## config.mk

```make
export PLATFORM = sky130hd
export DESIGN_NAME = dz_countdown_top
export DESIGN_NICKNAME = d
export VERILOG_FILES = /design/src/hw/dz_pkg.sv /design/src/hw/cmd_decode.sv /design/src/hw/countdown_exec.sv /design/src/hw/glyph_rom.sv /design/src/hw/matrix_scan.sv /design/src/hw/dz_countdown_top.sv
export SDC_FILE = /design/constraint.sdc
export NUM_CORES = 1
export LEC_CHECK = 0
export ABC_AREA = 1
export BUFFER_PORTS_ARGS = -buffer_cell sky130_fd_sc_hd__buf_2
export CAP_MARGIN = 5
export CORE_MARGIN = 4
export CORE_UTILIZATION = 40
export DETAILED_ROUTE_END_ITERATION = 12
export HOLD_SLACK_MARGIN = 0.08
export SLEW_MARGIN = 20
export SYNTH_ARGS = -nofsm -noshare
export SYNTH_HDL_FRONTEND = slang
export SYNTH_HIERARCHICAL = 1
export SYNTH_SLANG_ARGS = --single-unit
```

## constraint.sdc

```tcl
create_clock -name clk -period 2.6 [get_ports clk]
set_input_delay 0.52 -clock clk [delete_from_list [all_inputs] [get_ports clk]]
set_output_delay 0.52 -clock clk [all_outputs]
set_load 0.05 [all_outputs]
```

## src/hw/dz_pkg.sv

```systemverilog
package dz_pkg;

    // Digit held by the counter and shown on the matrix
    localparam int DIGIT_W = 3;

    // Largest digit the glyph table can draw
    localparam logic [DIGIT_W-1:0] MAX_DIGIT = 3'd5;

    // Host command opcodes
    typedef enum logic [1:0]
    {
        OP_LOAD  = 2'd0,
        OP_START = 2'd1,
        OP_PAUSE = 2'd2,
        OP_CLEAR = 2'd3
    } dz_op_e;

    // Countdown states
    typedef enum logic [1:0]
    {
        ST_IDLE  = 2'd0,
        ST_RUN   = 2'd1,
        ST_PAUSE = 2'd2,
        ST_DONE  = 2'd3
    } dz_state_e;

endpackage

```

## src/hw/cmd_decode.sv

```systemverilog
`timescale 1ns/1ps

module cmd_decode (
    input  logic                       clk,
    input  logic                       rst,
    input  logic                       cmd_valid,
    output logic                       cmd_ready,
    input  dz_pkg::dz_op_e             cmd_op,
    input  logic [dz_pkg::DIGIT_W-1:0] cmd_arg,
    output logic                       load_pulse,
    output logic                       start_pulse,
    output logic                       pause_pulse,
    output logic                       clear_pulse,
    output logic [dz_pkg::DIGIT_W-1:0] load_value,
    output logic [7:0]                 reject_count
);
    import dz_pkg::*;

    logic               accept;
    logic               cap_valid;   // A captured command waits for decode
    dz_op_e             cap_op;
    logic [DIGIT_W-1:0] cap_arg;
    logic               cap_bad;

    assign accept  = cmd_valid && cmd_ready;
    assign cap_bad = (cap_op == OP_LOAD) && (cap_arg > MAX_DIGIT);

    // Room for a command on every cycle once out of reset
    always_ff @(posedge clk or posedge rst)
    begin
        if (rst)
            cmd_ready <= 1'b0;
        else
            cmd_ready <= 1'b1;
    end

    always_ff @(posedge clk or posedge rst)
    begin
        if (rst)
            cap_valid <= 1'b0;
        else
            cap_valid <= accept;
    end

    always_ff @(posedge clk)
    begin
        if (accept)
        begin
            cap_op  <= cmd_op;
            cap_arg <= cmd_arg;
        end
    end

    // One pulse per good command
    always_ff @(posedge clk or posedge rst)
    begin
        if (rst)
        begin
            load_pulse   <= 1'b0;
            start_pulse  <= 1'b0;
            pause_pulse  <= 1'b0;
            clear_pulse  <= 1'b0;
            reject_count <= 8'd0;
        end
        else
        begin
            load_pulse  <= cap_valid && (cap_op == OP_LOAD) && !cap_bad;
            start_pulse <= cap_valid && (cap_op == OP_START);
            pause_pulse <= cap_valid && (cap_op == OP_PAUSE);
            clear_pulse <= cap_valid && (cap_op == OP_CLEAR);
            if (cap_valid && cap_bad && (reject_count != 8'hff))
                reject_count <= reject_count + 8'd1;   // Saturates at 255
        end
    end

    always_ff @(posedge clk)
    begin
        if (cap_valid && (cap_op == OP_LOAD) && !cap_bad)
            load_value <= cap_arg;
    end

endmodule

```

## src/hw/countdown_exec.sv

```systemverilog
`timescale 1ns/1ps

module countdown_exec #(
    parameter int TICKS_PER_STEP = 16
) (
    input  logic                       clk,
    input  logic                       rst,
    input  logic                       load_pulse,
    input  logic                       start_pulse,
    input  logic                       pause_pulse,
    input  logic                       clear_pulse,
    input  logic [dz_pkg::DIGIT_W-1:0] load_value,
    output logic [dz_pkg::DIGIT_W-1:0] digit,
    output dz_pkg::dz_state_e          state,
    output logic                       done
);
    import dz_pkg::*;

    localparam int PRE_W = (TICKS_PER_STEP > 1) ? $clog2(TICKS_PER_STEP) : 1;
    localparam logic [PRE_W-1:0] PRE_LAST = PRE_W'(TICKS_PER_STEP - 1);

    logic [PRE_W-1:0]   pre_cnt;
    logic [PRE_W-1:0]   pre_nxt;
    logic [DIGIT_W-1:0] digit_nxt;
    dz_state_e          state_nxt;

    always_comb
    begin
        state_nxt = state;
        digit_nxt = digit;
        pre_nxt   = pre_cnt;

        if (clear_pulse)
        begin
            state_nxt = ST_IDLE;
            digit_nxt = '0;
            pre_nxt   = '0;
        end
        else if (load_pulse)
        begin
            state_nxt = ST_IDLE;
            digit_nxt = load_value;
            pre_nxt   = '0;
        end
        else if (start_pulse)
        begin
            case (state)
                ST_PAUSE:
                    state_nxt = ST_RUN;   // Resume where the prescaler stopped
                ST_IDLE, ST_DONE:
                begin
                    if (digit != '0)
                    begin
                        state_nxt = ST_RUN;
                        pre_nxt   = '0;
                    end
                end
                default:
                    state_nxt = state;
            endcase
        end
        else if (pause_pulse && (state == ST_RUN))
        begin
            state_nxt = ST_PAUSE;
        end
        else if (state == ST_RUN)
        begin
            if (pre_cnt == PRE_LAST)
            begin
                pre_nxt   = '0;
                digit_nxt = digit - 1'b1;
                if (digit == DIGIT_W'(1))
                    state_nxt = ST_DONE;
            end
            else
            begin
                pre_nxt = pre_cnt + 1'b1;
            end
        end
    end

    always_ff @(posedge clk or posedge rst)
    begin
        if (rst)
        begin
            state   <= ST_IDLE;
            digit   <= '0;
            pre_cnt <= '0;
            done    <= 1'b0;
        end
        else
        begin
            state   <= state_nxt;
            digit   <= digit_nxt;
            pre_cnt <= pre_nxt;
            done    <= (state_nxt == ST_DONE);   // Tracks ST_DONE exactly
        end
    end

endmodule

```

## src/hw/glyph_rom.sv

```systemverilog
`timescale 1ns/1ps

module glyph_rom (
    input  logic [dz_pkg::DIGIT_W-1:0] digit,
    input  logic [2:0]                 row_idx,
    output logic [7:0]                 pattern
);
    import dz_pkg::*;

    // Glyphs sit in rows 1 to 7, six columns wide
    always_comb
    begin
        pattern = 8'b0000_0000;
        if ((row_idx != 3'd0) && (digit <= MAX_DIGIT))
        begin
            case (digit)
                3'd5:
                begin
                    case (row_idx)
                        3'd1:       pattern = 8'b0111_1110;
                        3'd2:       pattern = 8'b0110_0000;
                        3'd3:       pattern = 8'b0111_1100;
                        3'd4, 3'd5: pattern = 8'b0000_0110;
                        3'd6:       pattern = 8'b0110_0110;
                        default:    pattern = 8'b0011_1100;
                    endcase
                end
                3'd4:
                begin
                    case (row_idx)
                        3'd1:       pattern = 8'b0000_1100;
                        3'd2:       pattern = 8'b0001_1100;
                        3'd3:       pattern = 8'b0010_1100;
                        3'd4:       pattern = 8'b0100_1100;
                        3'd5:       pattern = 8'b0111_1110;
                        default:    pattern = 8'b0000_1100;   // Stem, rows 6 and 7
                    endcase
                end
                3'd3:
                begin
                    case (row_idx)
                        3'd1:       pattern = 8'b0011_1100;
                        3'd2:       pattern = 8'b0110_0110;
                        3'd3:       pattern = 8'b0000_0110;
                        3'd4:       pattern = 8'b0001_1100;
                        3'd5:       pattern = 8'b0000_0110;
                        3'd6:       pattern = 8'b0110_0110;
                        default:    pattern = 8'b0011_1100;
                    endcase
                end
                3'd2:
                begin
                    case (row_idx)
                        3'd1:       pattern = 8'b0011_1100;
                        3'd2:       pattern = 8'b0110_0110;
                        3'd3:       pattern = 8'b0000_0110;
                        3'd4:       pattern = 8'b0000_1100;
                        3'd5:       pattern = 8'b0011_0000;
                        3'd6:       pattern = 8'b0110_0000;
                        default:    pattern = 8'b0111_1110;
                    endcase
                end
                3'd1:
                begin
                    case (row_idx)
                        3'd2:       pattern = 8'b0011_1000;
                        3'd7:       pattern = 8'b0111_1110;   // Foot
                        default:    pattern = 8'b0001_1000;
                    endcase
                end
                default:
                begin
                    // Digit 0
                    case (row_idx)
                        3'd1, 3'd7: pattern = 8'b0011_1100;
                        3'd3:       pattern = 8'b0110_1110;
                        3'd4:       pattern = 8'b0111_0110;
                        default:    pattern = 8'b0110_0110;
                    endcase
                end
            endcase
        end
    end

endmodule

```

## src/hw/matrix_scan.sv

```systemverilog
`timescale 1ns/1ps

module matrix_scan #(
    parameter int SCAN_DIV = 1000
) (
    input  logic                       clk,
    input  logic                       rst,
    input  logic [dz_pkg::DIGIT_W-1:0] digit,
    output logic [7:0]                 row,
    output logic [7:0]                 colr,
    output logic [7:0]                 colg
);
    import dz_pkg::*;

    localparam int DIV_W = (SCAN_DIV > 1) ? $clog2(SCAN_DIV) : 1;
    localparam logic [DIV_W-1:0] DIV_LAST = DIV_W'(SCAN_DIV - 1);

    logic [DIV_W-1:0] div_cnt;
    logic [2:0]       row_idx;
    logic [7:0]       pattern;
    logic             red_on;
    logic             green_on;

    glyph_rom glyph_i (
        .digit   (digit),
        .row_idx (row_idx),
        .pattern (pattern)
    );

    // Red for 5 and 4, both for 3 and 2, green for 1 and 0
    assign red_on   = (digit >= DIGIT_W'(2));
    assign green_on = (digit <= DIGIT_W'(3));

    always_ff @(posedge clk or posedge rst)
    begin
        if (rst)
        begin
            div_cnt <= '0;
            row_idx <= 3'd0;
        end
        else if (div_cnt == DIV_LAST)
        begin
            div_cnt <= '0;
            row_idx <= row_idx + 3'd1;   // Wraps 7 -> 0
        end
        else
        begin
            div_cnt <= div_cnt + 1'b1;
        end
    end

    always_ff @(posedge clk or posedge rst)
    begin
        if (rst)
        begin
            row  <= 8'd0;   // No row driven
            colr <= 8'd0;
            colg <= 8'd0;
        end
        else
        begin
            row  <= 8'd1 << row_idx;
            colr <= red_on ? pattern : 8'd0;
            colg <= green_on ? pattern : 8'd0;
        end
    end

endmodule

```

## src/hw/dz_countdown_top.sv

```systemverilog
`timescale 1ns/1ps

module dz_countdown_top #(
    parameter int TICKS_PER_STEP = 25_000_000,
    parameter int SCAN_DIV       = 1000
) (
    input  logic                       clk,
    input  logic                       rst,
    input  logic                       cmd_valid,
    output logic                       cmd_ready,
    input  dz_pkg::dz_op_e             cmd_op,
    input  logic [dz_pkg::DIGIT_W-1:0] cmd_arg,
    output logic [7:0]                 row,
    output logic [7:0]                 colr,
    output logic [7:0]                 colg,
    output logic [dz_pkg::DIGIT_W-1:0] digit,
    output dz_pkg::dz_state_e          state,
    output logic                       done,
    output logic [7:0]                 reject_count
);
    import dz_pkg::*;

    logic               load_pulse;
    logic               start_pulse;
    logic               pause_pulse;
    logic               clear_pulse;
    logic [DIGIT_W-1:0] load_value;

    cmd_decode decode_i (
        .clk          (clk),
        .rst          (rst),
        .cmd_valid    (cmd_valid),
        .cmd_ready    (cmd_ready),
        .cmd_op       (cmd_op),
        .cmd_arg      (cmd_arg),
        .load_pulse   (load_pulse),
        .start_pulse  (start_pulse),
        .pause_pulse  (pause_pulse),
        .clear_pulse  (clear_pulse),
        .load_value   (load_value),
        .reject_count (reject_count)
    );

    countdown_exec #(
        .TICKS_PER_STEP (TICKS_PER_STEP)
    ) exec_i (
        .clk         (clk),
        .rst         (rst),
        .load_pulse  (load_pulse),
        .start_pulse (start_pulse),
        .pause_pulse (pause_pulse),
        .clear_pulse (clear_pulse),
        .load_value  (load_value),
        .digit       (digit),
        .state       (state),
        .done        (done)
    );

    // Display follows the live digit
    matrix_scan #(
        .SCAN_DIV (SCAN_DIV)
    ) scan_i (
        .clk   (clk),
        .rst   (rst),
        .digit (digit),
        .row   (row),
        .colr  (colr),
        .colg  (colg)
    );

endmodule

```

### Word level (Yosys, flattened, before mapping)

Index checks and enable logic that the tools add are counted.

* register bits: 90
* latch bits: 0
* memory bits (writable): 0
* bits in read-only memories: 0
* bits of input ports: 8
* output and inout bits: 39
* word-level logic and storage cells: 116
* memories kept: 0

* add/sub/neg operators: 5
* $mul: 0
* divide/modulo/power cells: 0
* order comparisons: 4
* equality and inequality tests: 27
* shift operators: 1
* muxes and demuxes: 34
* bitwise logic cells: 0
* reduce and logical (&&, ||, !) cells: 26

Operators by type and width (count)
* $mux 25: 8
* $pmux 7 s3: 2
* $pmux 7 s6: 1
* $pmux 8 s5: 1
* $pmux 7 s5: 1
* $pmux 7 s4: 1
* $add 25x1->25 const B: 1
* $eq 25x25->1 const B: 1
* $mux 8: 3
* $eq 3x3->1 const B: 6
* $mux 3: 6
* $mux 2: 8
* $pmux 7 s2: 1
* $eq 3x2->1 const B: 4
* $reduce_bool 3->1: 4
* $logic_and 1x1->1: 11
* $add 10x1->10 const B: 1
* $eq 10x10->1 const B: 1
* $eq 2x2->1 const B: 5
* $mux 10: 1
* $reduce_or 2->1: 5
* $add 8x1->8 const B: 1
* $ne 4x2->1 const B: 2
* $ne 8x8->1 const B: 1
* other kinds (17): 21

### Depth between registers and ports, before layout

Gate-level depths: netlist of run 1.

* depth in word-level cells: 9
* depth in mapped cells: 12
* depth with buffers taken out: 12

### Modules after synthesis

The synthesis of run 1 kept the hierarchy.

Modules (own cells, without submodules)
* countdown_exec: instances 1, cells each 296, area an instance 2095.8 um2
* matrix_scan: instances 1, cells each 158, area an instance 1507.7 um2
* cmd_decode: instances 1, cells each 95, area an instance 964.7 um2
* glyph_rom: instances 1, cells each 107, area an instance 511.7 um2

### Worst setup path before layout of run 1

No wires, ideal clock.

* path type: register to register
* start: register exec_i/digit[0] (netlist name)
* end: register exec_i.pre_cnt[4]
* data arrival time: 1.876 ns
* required time: 2.480 ns
* setup slack: 0.604 ns
* stages on the path, launching flop included: 9
* buffers on the path: 1
* clock period less this slack: 1.996 ns
* cell sequence: dfrtp_1 > inv_1 > ha_1 > nand2_1 > nand3_1 > nand3_1 > buf_2 > nand3_1 > o211a_1

* longest elaborated chain between the ends: 3

Ends and longest elaborated chain
* start, declared: RTL line countdown_exec.sv:13 `output logic [dz_pkg::DIGIT_W-1:0] digit,`
* start signal, assigned: RTL line countdown_exec.sv:94 `digit <= digit_nxt;`
* $reduce_bool 3->1: RTL line countdown_exec.sv:52 `if (digit != '0)`
* $ne 4x2->1 (no source line)
* $reduce_and 4->1 (no source line)
* end signal, assigned: RTL line countdown_exec.sv:95 `pre_cnt <= pre_nxt;`
* end, declared: RTL line countdown_exec.sv:22 `logic [PRE_W-1:0] pre_cnt;`

No other way between the ends.
A chain may end at the register's enable or synchronous reset.

### Final worst setup path of run 1

* start: register exec_i/digit[0] (netlist name)
* end: register exec_i.pre_cnt[24]

Same word-level chain as after synthesis.

==> flow_summary.ini, run 1 <==
[status]
status = finished clean

[timing]
max_slew_margin = 0.605
finalMaxSlewViolations = 0
hold_viol = 0
post-route-period-util = 0.780
rsz0062_at_grt = no
max_freq_ghz = 0.493
finalCriticalPeriod_ns = 2.03
fin_tns_setup_ns = 0
tightest_slew_ns = 0.591
fin_skew_ns = 0.00942
setup_viol_count_final = 0

[power_and_ir_drop]
power_density_nw_per_um2 = 640
pwr-share-clk = 0.321
p_comb_frac = 0.252
p_sw_frac = 0.344
p_switching_uw = 1270
seqPwrFrac = 0.427
power_uw = 3690
p_int_uw = 2420
power_leakage_uw = 0.00292
vdd_drop_max_v = 0.000361

[global_routing]
track_usage = 0.147
grt_pass1_vias = 3840
grt_pass1_wl_um = 17300
overflow = 0
grt_max_degree = 38
antenna_found_initial = 0

[clocking]
clkLatencyLatePin_ns = 0.34
cts_root_buf = clkbuf_16
cts_setup_buffers = 0
cts_buffers = 9
cts.sinks = 90
path_clk_slew_ns = 0.06
cts_buffer_depth = 2
cts_resized = 0
ctsHoldBuffers = 0
htreeDepth = 3
cts_tree = done

[placement]
place_inst = 868
dpl_cell_area_sq_um = 5500
gp_congestion = 0.894
io_buffers = 46
dp_hpwl_um = 7380

[setup_path]
crit_required_ns = 2.87
cp-end-kind = flip-flop
crit_path_max_fanout = 11
crit_type = reg -> reg
cp-start-kind = flip-flop
arrival_ns = 2.30

[logic_synthesis]
synth_largest_area_cell = dfrtp_1
yosysMostFrequentCell = nand2_1
syn-instance-count = 656
ys_ff_latch = 90
synth_area_sq_um = 5080
postSynthAreaPerCell_sq_um = 7.74
ys.flop_type = dfrtp_1
synth_edf_count = 8
async_flop_share = 0.911
yosys_warnings = 6
yosys-top-cells-count = nand2_1, nor2_1, inv_1
ys_seq_area_frac = 0.451
yosys-top-cells-area = dfrtp_1, nand2_1, nor2_1, inv_1, edfxtp_1
synth_top_cell_area_share = 0.404
synth_cell_types = 40

[detailed_routing]
routed_wl_um = 9910
drt_pass1_iterations = 5
vias = 4098
drc = 0
drt_iter0_drc = 162
wire_per_inst_um = 11.2
viasPerCell = 4.64
ant_nets = 0

[floorplanning]
start_util = 0.416
pin_count = 47
core_area_sq_um = 12200
die-area_sq_um = 14600
die_h_um = 121
die_w_um = 121
rows = 40

[finish]
stdcell_area_sq_um = 5770
nets = 737
fill_cells = 1222
antenna_cells = 0
instances_no_fill = 883
syn2layout_area_growth_pct = 13.5
drive_above_1_share = 0.175

[min_path]
hold_path.class = in -> async

[flow_run]
drv_cap = 0
[path summary, 6_finish.rpt]
path / startpoint / to / slack [ns] / depth (start not counted)
max in group asynchronous: rst / scan_i/colr[1] / 1.97 / 3
hold reg to reg: decode_i/cap_arg[0] / decode_i/load_value[0] / 0.44 / 0
min in group clk: cmd_op[0] / decode_i/cap_op[0] / 0.35 / 1
setup reg to reg: exec_i/digit[0] / exec_i/pre_cnt[24] / 0.57 / 12
hold / removal: rst / decode_i/reject_count[5] / 0.24 / 2
setup / recovery: exec_i/digit[0] / exec_i/pre_cnt[24] / 0.57 / 12
[layout by cell type, fill, tap and decap left out, types with 3 or more instances in the layout]
cell       netlist  routed
dfrtp_1         82      82
a21oi_1         14      14
o21ai_0         19      19
xor2_1           9       9
inv_1           83      83
clkbuf_16        0       9
nand2_4          4       4
nand2_2         11      11
nor2_1         116     116
nand3b_1         3       3
nor2_2          11      11
inv_2           13      13
conb_1           2       3
o21bai_1         3       3
edfxtp_1         8       8
buf_2            3      46
nand3_1         41      41
and2_1           3       3
clkinv_2         1       3
ha_1            18      18
nand4_1          7       7
nand2_1        156     156
buf_4            4       6
nor3_1          13      13
nor2_4           9       9
[through the flow]
stage	hold WS (ns)	utilization	setup WS [ns]
after floorplan	0.400	-	0.604
after global placement	0.440	0.451	0.679
after detailed placement	0.434	0.451	0.584
after CTS	0.266	0.472	0.570
after global routing	0.305	0.472	0.283
final	0.238	0.472	0.572
[flip-flops by register name, indices dropped and copies added, names as in the netlist]
register,count
exec_i/pre_cnt,25
scan_i/div_cnt,10
decode_i/reject_count,8
scan_i/colg,8
scan_i/colr,8
scan_i/row,8
decode_i/cap_arg,3
decode_i/load_value,3
exec_i/digit,3
scan_i/row_idx,3
decode_i/cap_op,2
exec_i/state,2
decode_i/cap_valid,1
decode_i/clear_pulse,1
decode_i/cmd_ready,1
decode_i/load_pulse,1
decode_i/pause_pulse,1
decode_i/start_pulse,1
exec_i/done,1
[layout make-up]
| type | count | area [sq um] | area share |
|---|---|---|---|
| clock inverter | 3 | 17.5 | 0.00304 |
| sequential | 90 | 2290 | 0.398 |
| inverter | 100 | 384 | 0.0666 |
| clock buffer | 12 | 246 | 0.0428 |
| timing repair buffer | 52 | 275 | 0.0477 |
| multi-input combinational | 458 | 2340 | 0.406 |
| tap | 168 | 210 | 0.0365 |
[cells by family (layout without fill, tap and decap cells)]
logic type,after synthesis,count (layout),synth area share
AND/OR/NAND/NOR,385,385,0.350
flip-flops,90,90,0.451
AO/OA/AOI/OAI,41,41,0.0448
other,2,3,0.00148
XOR/XNOR,11,11,0.0190
buffers and inverters,109,167,0.0889
adder cells (fa/ha/maj),18,18,0.0443
[power by group through the flow]
stage / registers (uW) / logic [uW] / clock network [uW]
2_1_floorplan: 1780 / 524 / 0
3_3_place_gp: 1600 / 923 / 0
3_5_place_dp: 1600 / 931 / 0
4_1_cts: 1580 / 931 / 1240
6_report: 1580 / 929 / 1190
5_1_grt: 1590 / 1050 / 1290
[worst max-delay path, stage by stage (launching register included)]
cell	delay (ns)
dfrtp_1	0.54
inv_1	0.12
ha_1	0.21
nand2_1	0.11
nand3_1	0.08
nand3_1	0.16
buf_4	0.20
nand2_1	0.12
nor2_2	0.14
nand2_1	0.08
nand2_1	0.06
nand2_1	0.04
nor2_1	0.09
[metal layers]
metal,track usage,part of all wire,vias to the layer above
li1,-,-,2136
met1,0.191,0.49,1874
met2,0.238,0.45,76
met3,0.0271,0.046,12
met4,0.0666,0.018,0
met5,0,0,-
(Power assumes the default switching activity.)
==> inputs of run 2 (changes only) <==
--- a/config.mk
+++ b/config.mk
@@ -5,7 +5,7 @@
 export SDC_FILE = /design/constraint.sdc
 export NUM_CORES = 1
 export LEC_CHECK = 0
-export ABC_AREA = 1
+export ABC_AREA = 0
 export BUFFER_PORTS_ARGS = -buffer_cell sky130_fd_sc_hd__buf_2
 export CAP_MARGIN = 5
 export CORE_MARGIN = 4
==> constraint.sdc (replaced) <==
create_clock -name clk -period 1.9 [get_ports clk]
set_input_delay 0.38 -clock clk [delete_from_list [all_inputs] [get_ports clk]]
set_output_delay 0.38 -clock clk [all_outputs]
set_load 0.05 [all_outputs]
==> flow_summary.ini, run 2 <==
[status]
status = finished clean

[power_and_ir_drop]
power_uw = 5200
p_int_uw = 3660
p_comb_frac = 0.222
power_leakage_uw = 0.00277
seqPwrFrac = 0.411
p_switching_uw = 1540
pwr-share-clk = 0.367
vdd_drop_max_v = 0.000569
power_density_nw_per_um2 = 891
p_sw_frac = 0.297

[setup_path]
path_buf_inv = 1
cp_slowest_cell = dfrtp_1
crit_required_ns = 2.18
cp-start-kind = flip-flop
cp-startpoint = scan_i/row_idx[2]
r2r_start = scan_i/row_idx[2]
slowest_delay_ns = 0.42
crit_type = reg -> reg
arrival_ns = 2.13
crit_path_max_fanout = 3
crit_chain = buf_6 -> ha_4 -> nor3b_2 -> a31oi_1 -> a311o_1 -> a31oi_2 -> nor2b_1
cp-end-kind = flip-flop
critPathTopFamily = compound AO/OA/AOI/OAI gates

[flow_run]
drv_cap = 0

[global_routing]
overflow = 0
grt_pass1_wl_um = 15900
grt_pass1_vias = 3373
antenna_found_initial = 0
track_usage = 0.147
grt_max_degree = 38

[floorplanning]
die-area_sq_um = 13600
core_area_sq_um = 11500
pin_count = 47
die_w_um = 117
die_h_um = 117
rows = 39
start_util = 0.411

[placement]
preCtsSetupSlack_ns = 0.0311
gp_congestion = 0.878
dp_hpwl_um = 6690
io_buffers = 46

[finish]
nets = 578
syn2layout_area_growth_pct = 23.2
drive_above_1_share = 0.268
antenna_cells = 0
largest_reg_flops = 25
fill_cells = 1032
final_common_cell = dfrtp_1
final_cell_mix = dfrtp_1, buf_2, nor2_1
largestRegisters = exec_i/pre_cnt: 25 flops, scan_i/div_cnt: 10 flops
top_register = exec_i/pre_cnt
fin_util = 0.507

[clocking]
cts_buffer_depth = 2
clkLatencyLatePin_ns = 0.35
cts_tree = done
cts_buffers = 9
path_clk_slew_ns = 0.06
htreeDepth = 3
cts_root_buf = clkbuf_16
cts.sinks = 90

[logic_synthesis]
synth_top_cell_area_share = 0.433
syn-instance-count = 465
yosys-top-cells-count = dfrtp_1, nor2_1, nand2_1
synth_cell_types = 66
yosys_warnings = 6
ys_seq_area_frac = 0.484
yosys-top-cells-area = dfrtp_1, edfxtp_1, ha_1, xor2_1, nor2_1
ys.flop_type = dfrtp_1
synth_largest_area_cell = dfrtp_1
ys_ff_latch = 90
async_flop_share = 0.911
postSynthAreaPerCell_sq_um = 10.2
yosysMostFrequentCell = dfrtp_1
synth_area_sq_um = 4740
synth_edf_count = 8

[timing]
hold_viol = 0
post-route-period-util = 0.973
setup_ws_ns = 0.0504
rsz0062_at_grt = yes
tightest_slew_ns = 0.525
finalCriticalPeriod_ns = 1.85
fin_skew_ns = 0.00621
max_slew_margin = 0.649
max_freq_ghz = 0.541
finalMaxSlewViolations = 0
setup_viol_count_final = 0

[min_path]
hold_path.class = in -> reg
min_from = cmd_arg[0]

[detailed_routing]
drt_iter0_drc = 191
drt_pass1_iterations = 4
drc = 0
ant_nets = 0
wire_per_inst_um = 13.5
viasPerCell = 5.16
routed_wl_um = 9450
vias = 3611
-- run 2: cell types whose count changed after synthesis, moves of 11 or more --
| cell | previous run | this run |
|---|---|---|
| nand2_2 | 11 | 0 |
| xor2_1 | 9 | 20 |
| nor2b_1 | 0 | 24 |
| inv_2 | 13 | 1 |
| inv_1 | 83 | 18 |
| nor2_1 | 116 | 44 |
| nand3_1 | 41 | 24 |
| nand2_1 | 156 | 27 |
-- run 2: routing by layer --
layer,GRT usage,wire (um)
met5,0,0
met4,0.0696,240
met3,0.0303,465
met2,0.224,4240
met1,0.200,4510
-- run 2: worst register-to-register path, delay by kind of cell, from the launching register on --
family	cells	cell delay [ns]
buf+inv	1	0.14
fa+ha+maj	1	0.22
flops	1	0.42
compound gates	3	0.64
simple gates	2	0.36
-- run 2: final cells by class --
cell class,instances,area (sq um),share of cell area
repair buffers,95,619,0.106
clock inverters,5,86.3,0.0148
flip-flops and latches,90,2300,0.394
inverters,19,71.3,0.0122
well taps,143,179,0.0307
clock buffers,11,233,0.0399
multi-input cells,337,2350,0.403
-- run 2: power groups by stage --
| stage | Sequential [uW] | Combinational [uW] | Clock, uW |
|---|---|---|---|
| after global routing | 2150 | 1280 | 2060 |
| final | 2140 | 1150 | 1910 |
| after global placement | 2170 | 1050 | 0 |
| after CTS | 2140 | 1070 | 1980 |
| after floorplan | 2350 | 590 | 0 |
| after detailed placement | 2180 | 1060 | 0 |
-- run 2: what timing repair did --
item | CTS | global route
hold buffers | 1 | 0
endpoints found under the hold margin | 9 | 0
setup buffers | 0 | 10
gates cloned | 0 | 1
pin swaps | 0 | 5
gates resized for setup | 1 | 19
endpoints found under the setup margin | 1 | 28
-- run 2: logic make-up (layout without fill, tap and decap cells) --
group	Yosys count	in the layout	share of synthesized area
mux	7	7	0.0172
simple gates	212	212	0.260
buf+inv	39	130	0.0409
other cells	2	3	0.00159
xor+xnor	32	32	0.0592
compound gates	65	65	0.0898
fa+ha+maj	18	18	0.0475
flops	90	90	0.484
-- run 2: metrics by stage --
stage | hold WS, ns | cells | area (sq um) | TNS, ns
after floorplan | 0.269 | 466 | 4790 | -0.163
after global placement | 0.420 | 672 | 5350 | 0
after detailed placement | 0.419 | 672 | 5350 | 0
after CTS | 0.186 | 689 | 5680 | 0
after global routing | 0.199 | 700 | 5840 | -0.122
final | 0.207 | 700 | 5840 | 0
-- run 2: final timing paths --
kind / to / slack [ns] / depth (start not counted)
worst max-delay path: scan_i/colg[5] / 0.05 / 7
worst min register to register: decode_i/load_value[0] / 0.43 / 0
worst max register to register: scan_i/colg[5] / 0.05 / 7
max in group asynchronous: exec_i/pre_cnt[13] / 0.77 / 4
min in group asynchronous: exec_i/pre_cnt[1] / 0.61 / 3
worst min-delay path: decode_i/cap_arg[0] / 0.21 / 1
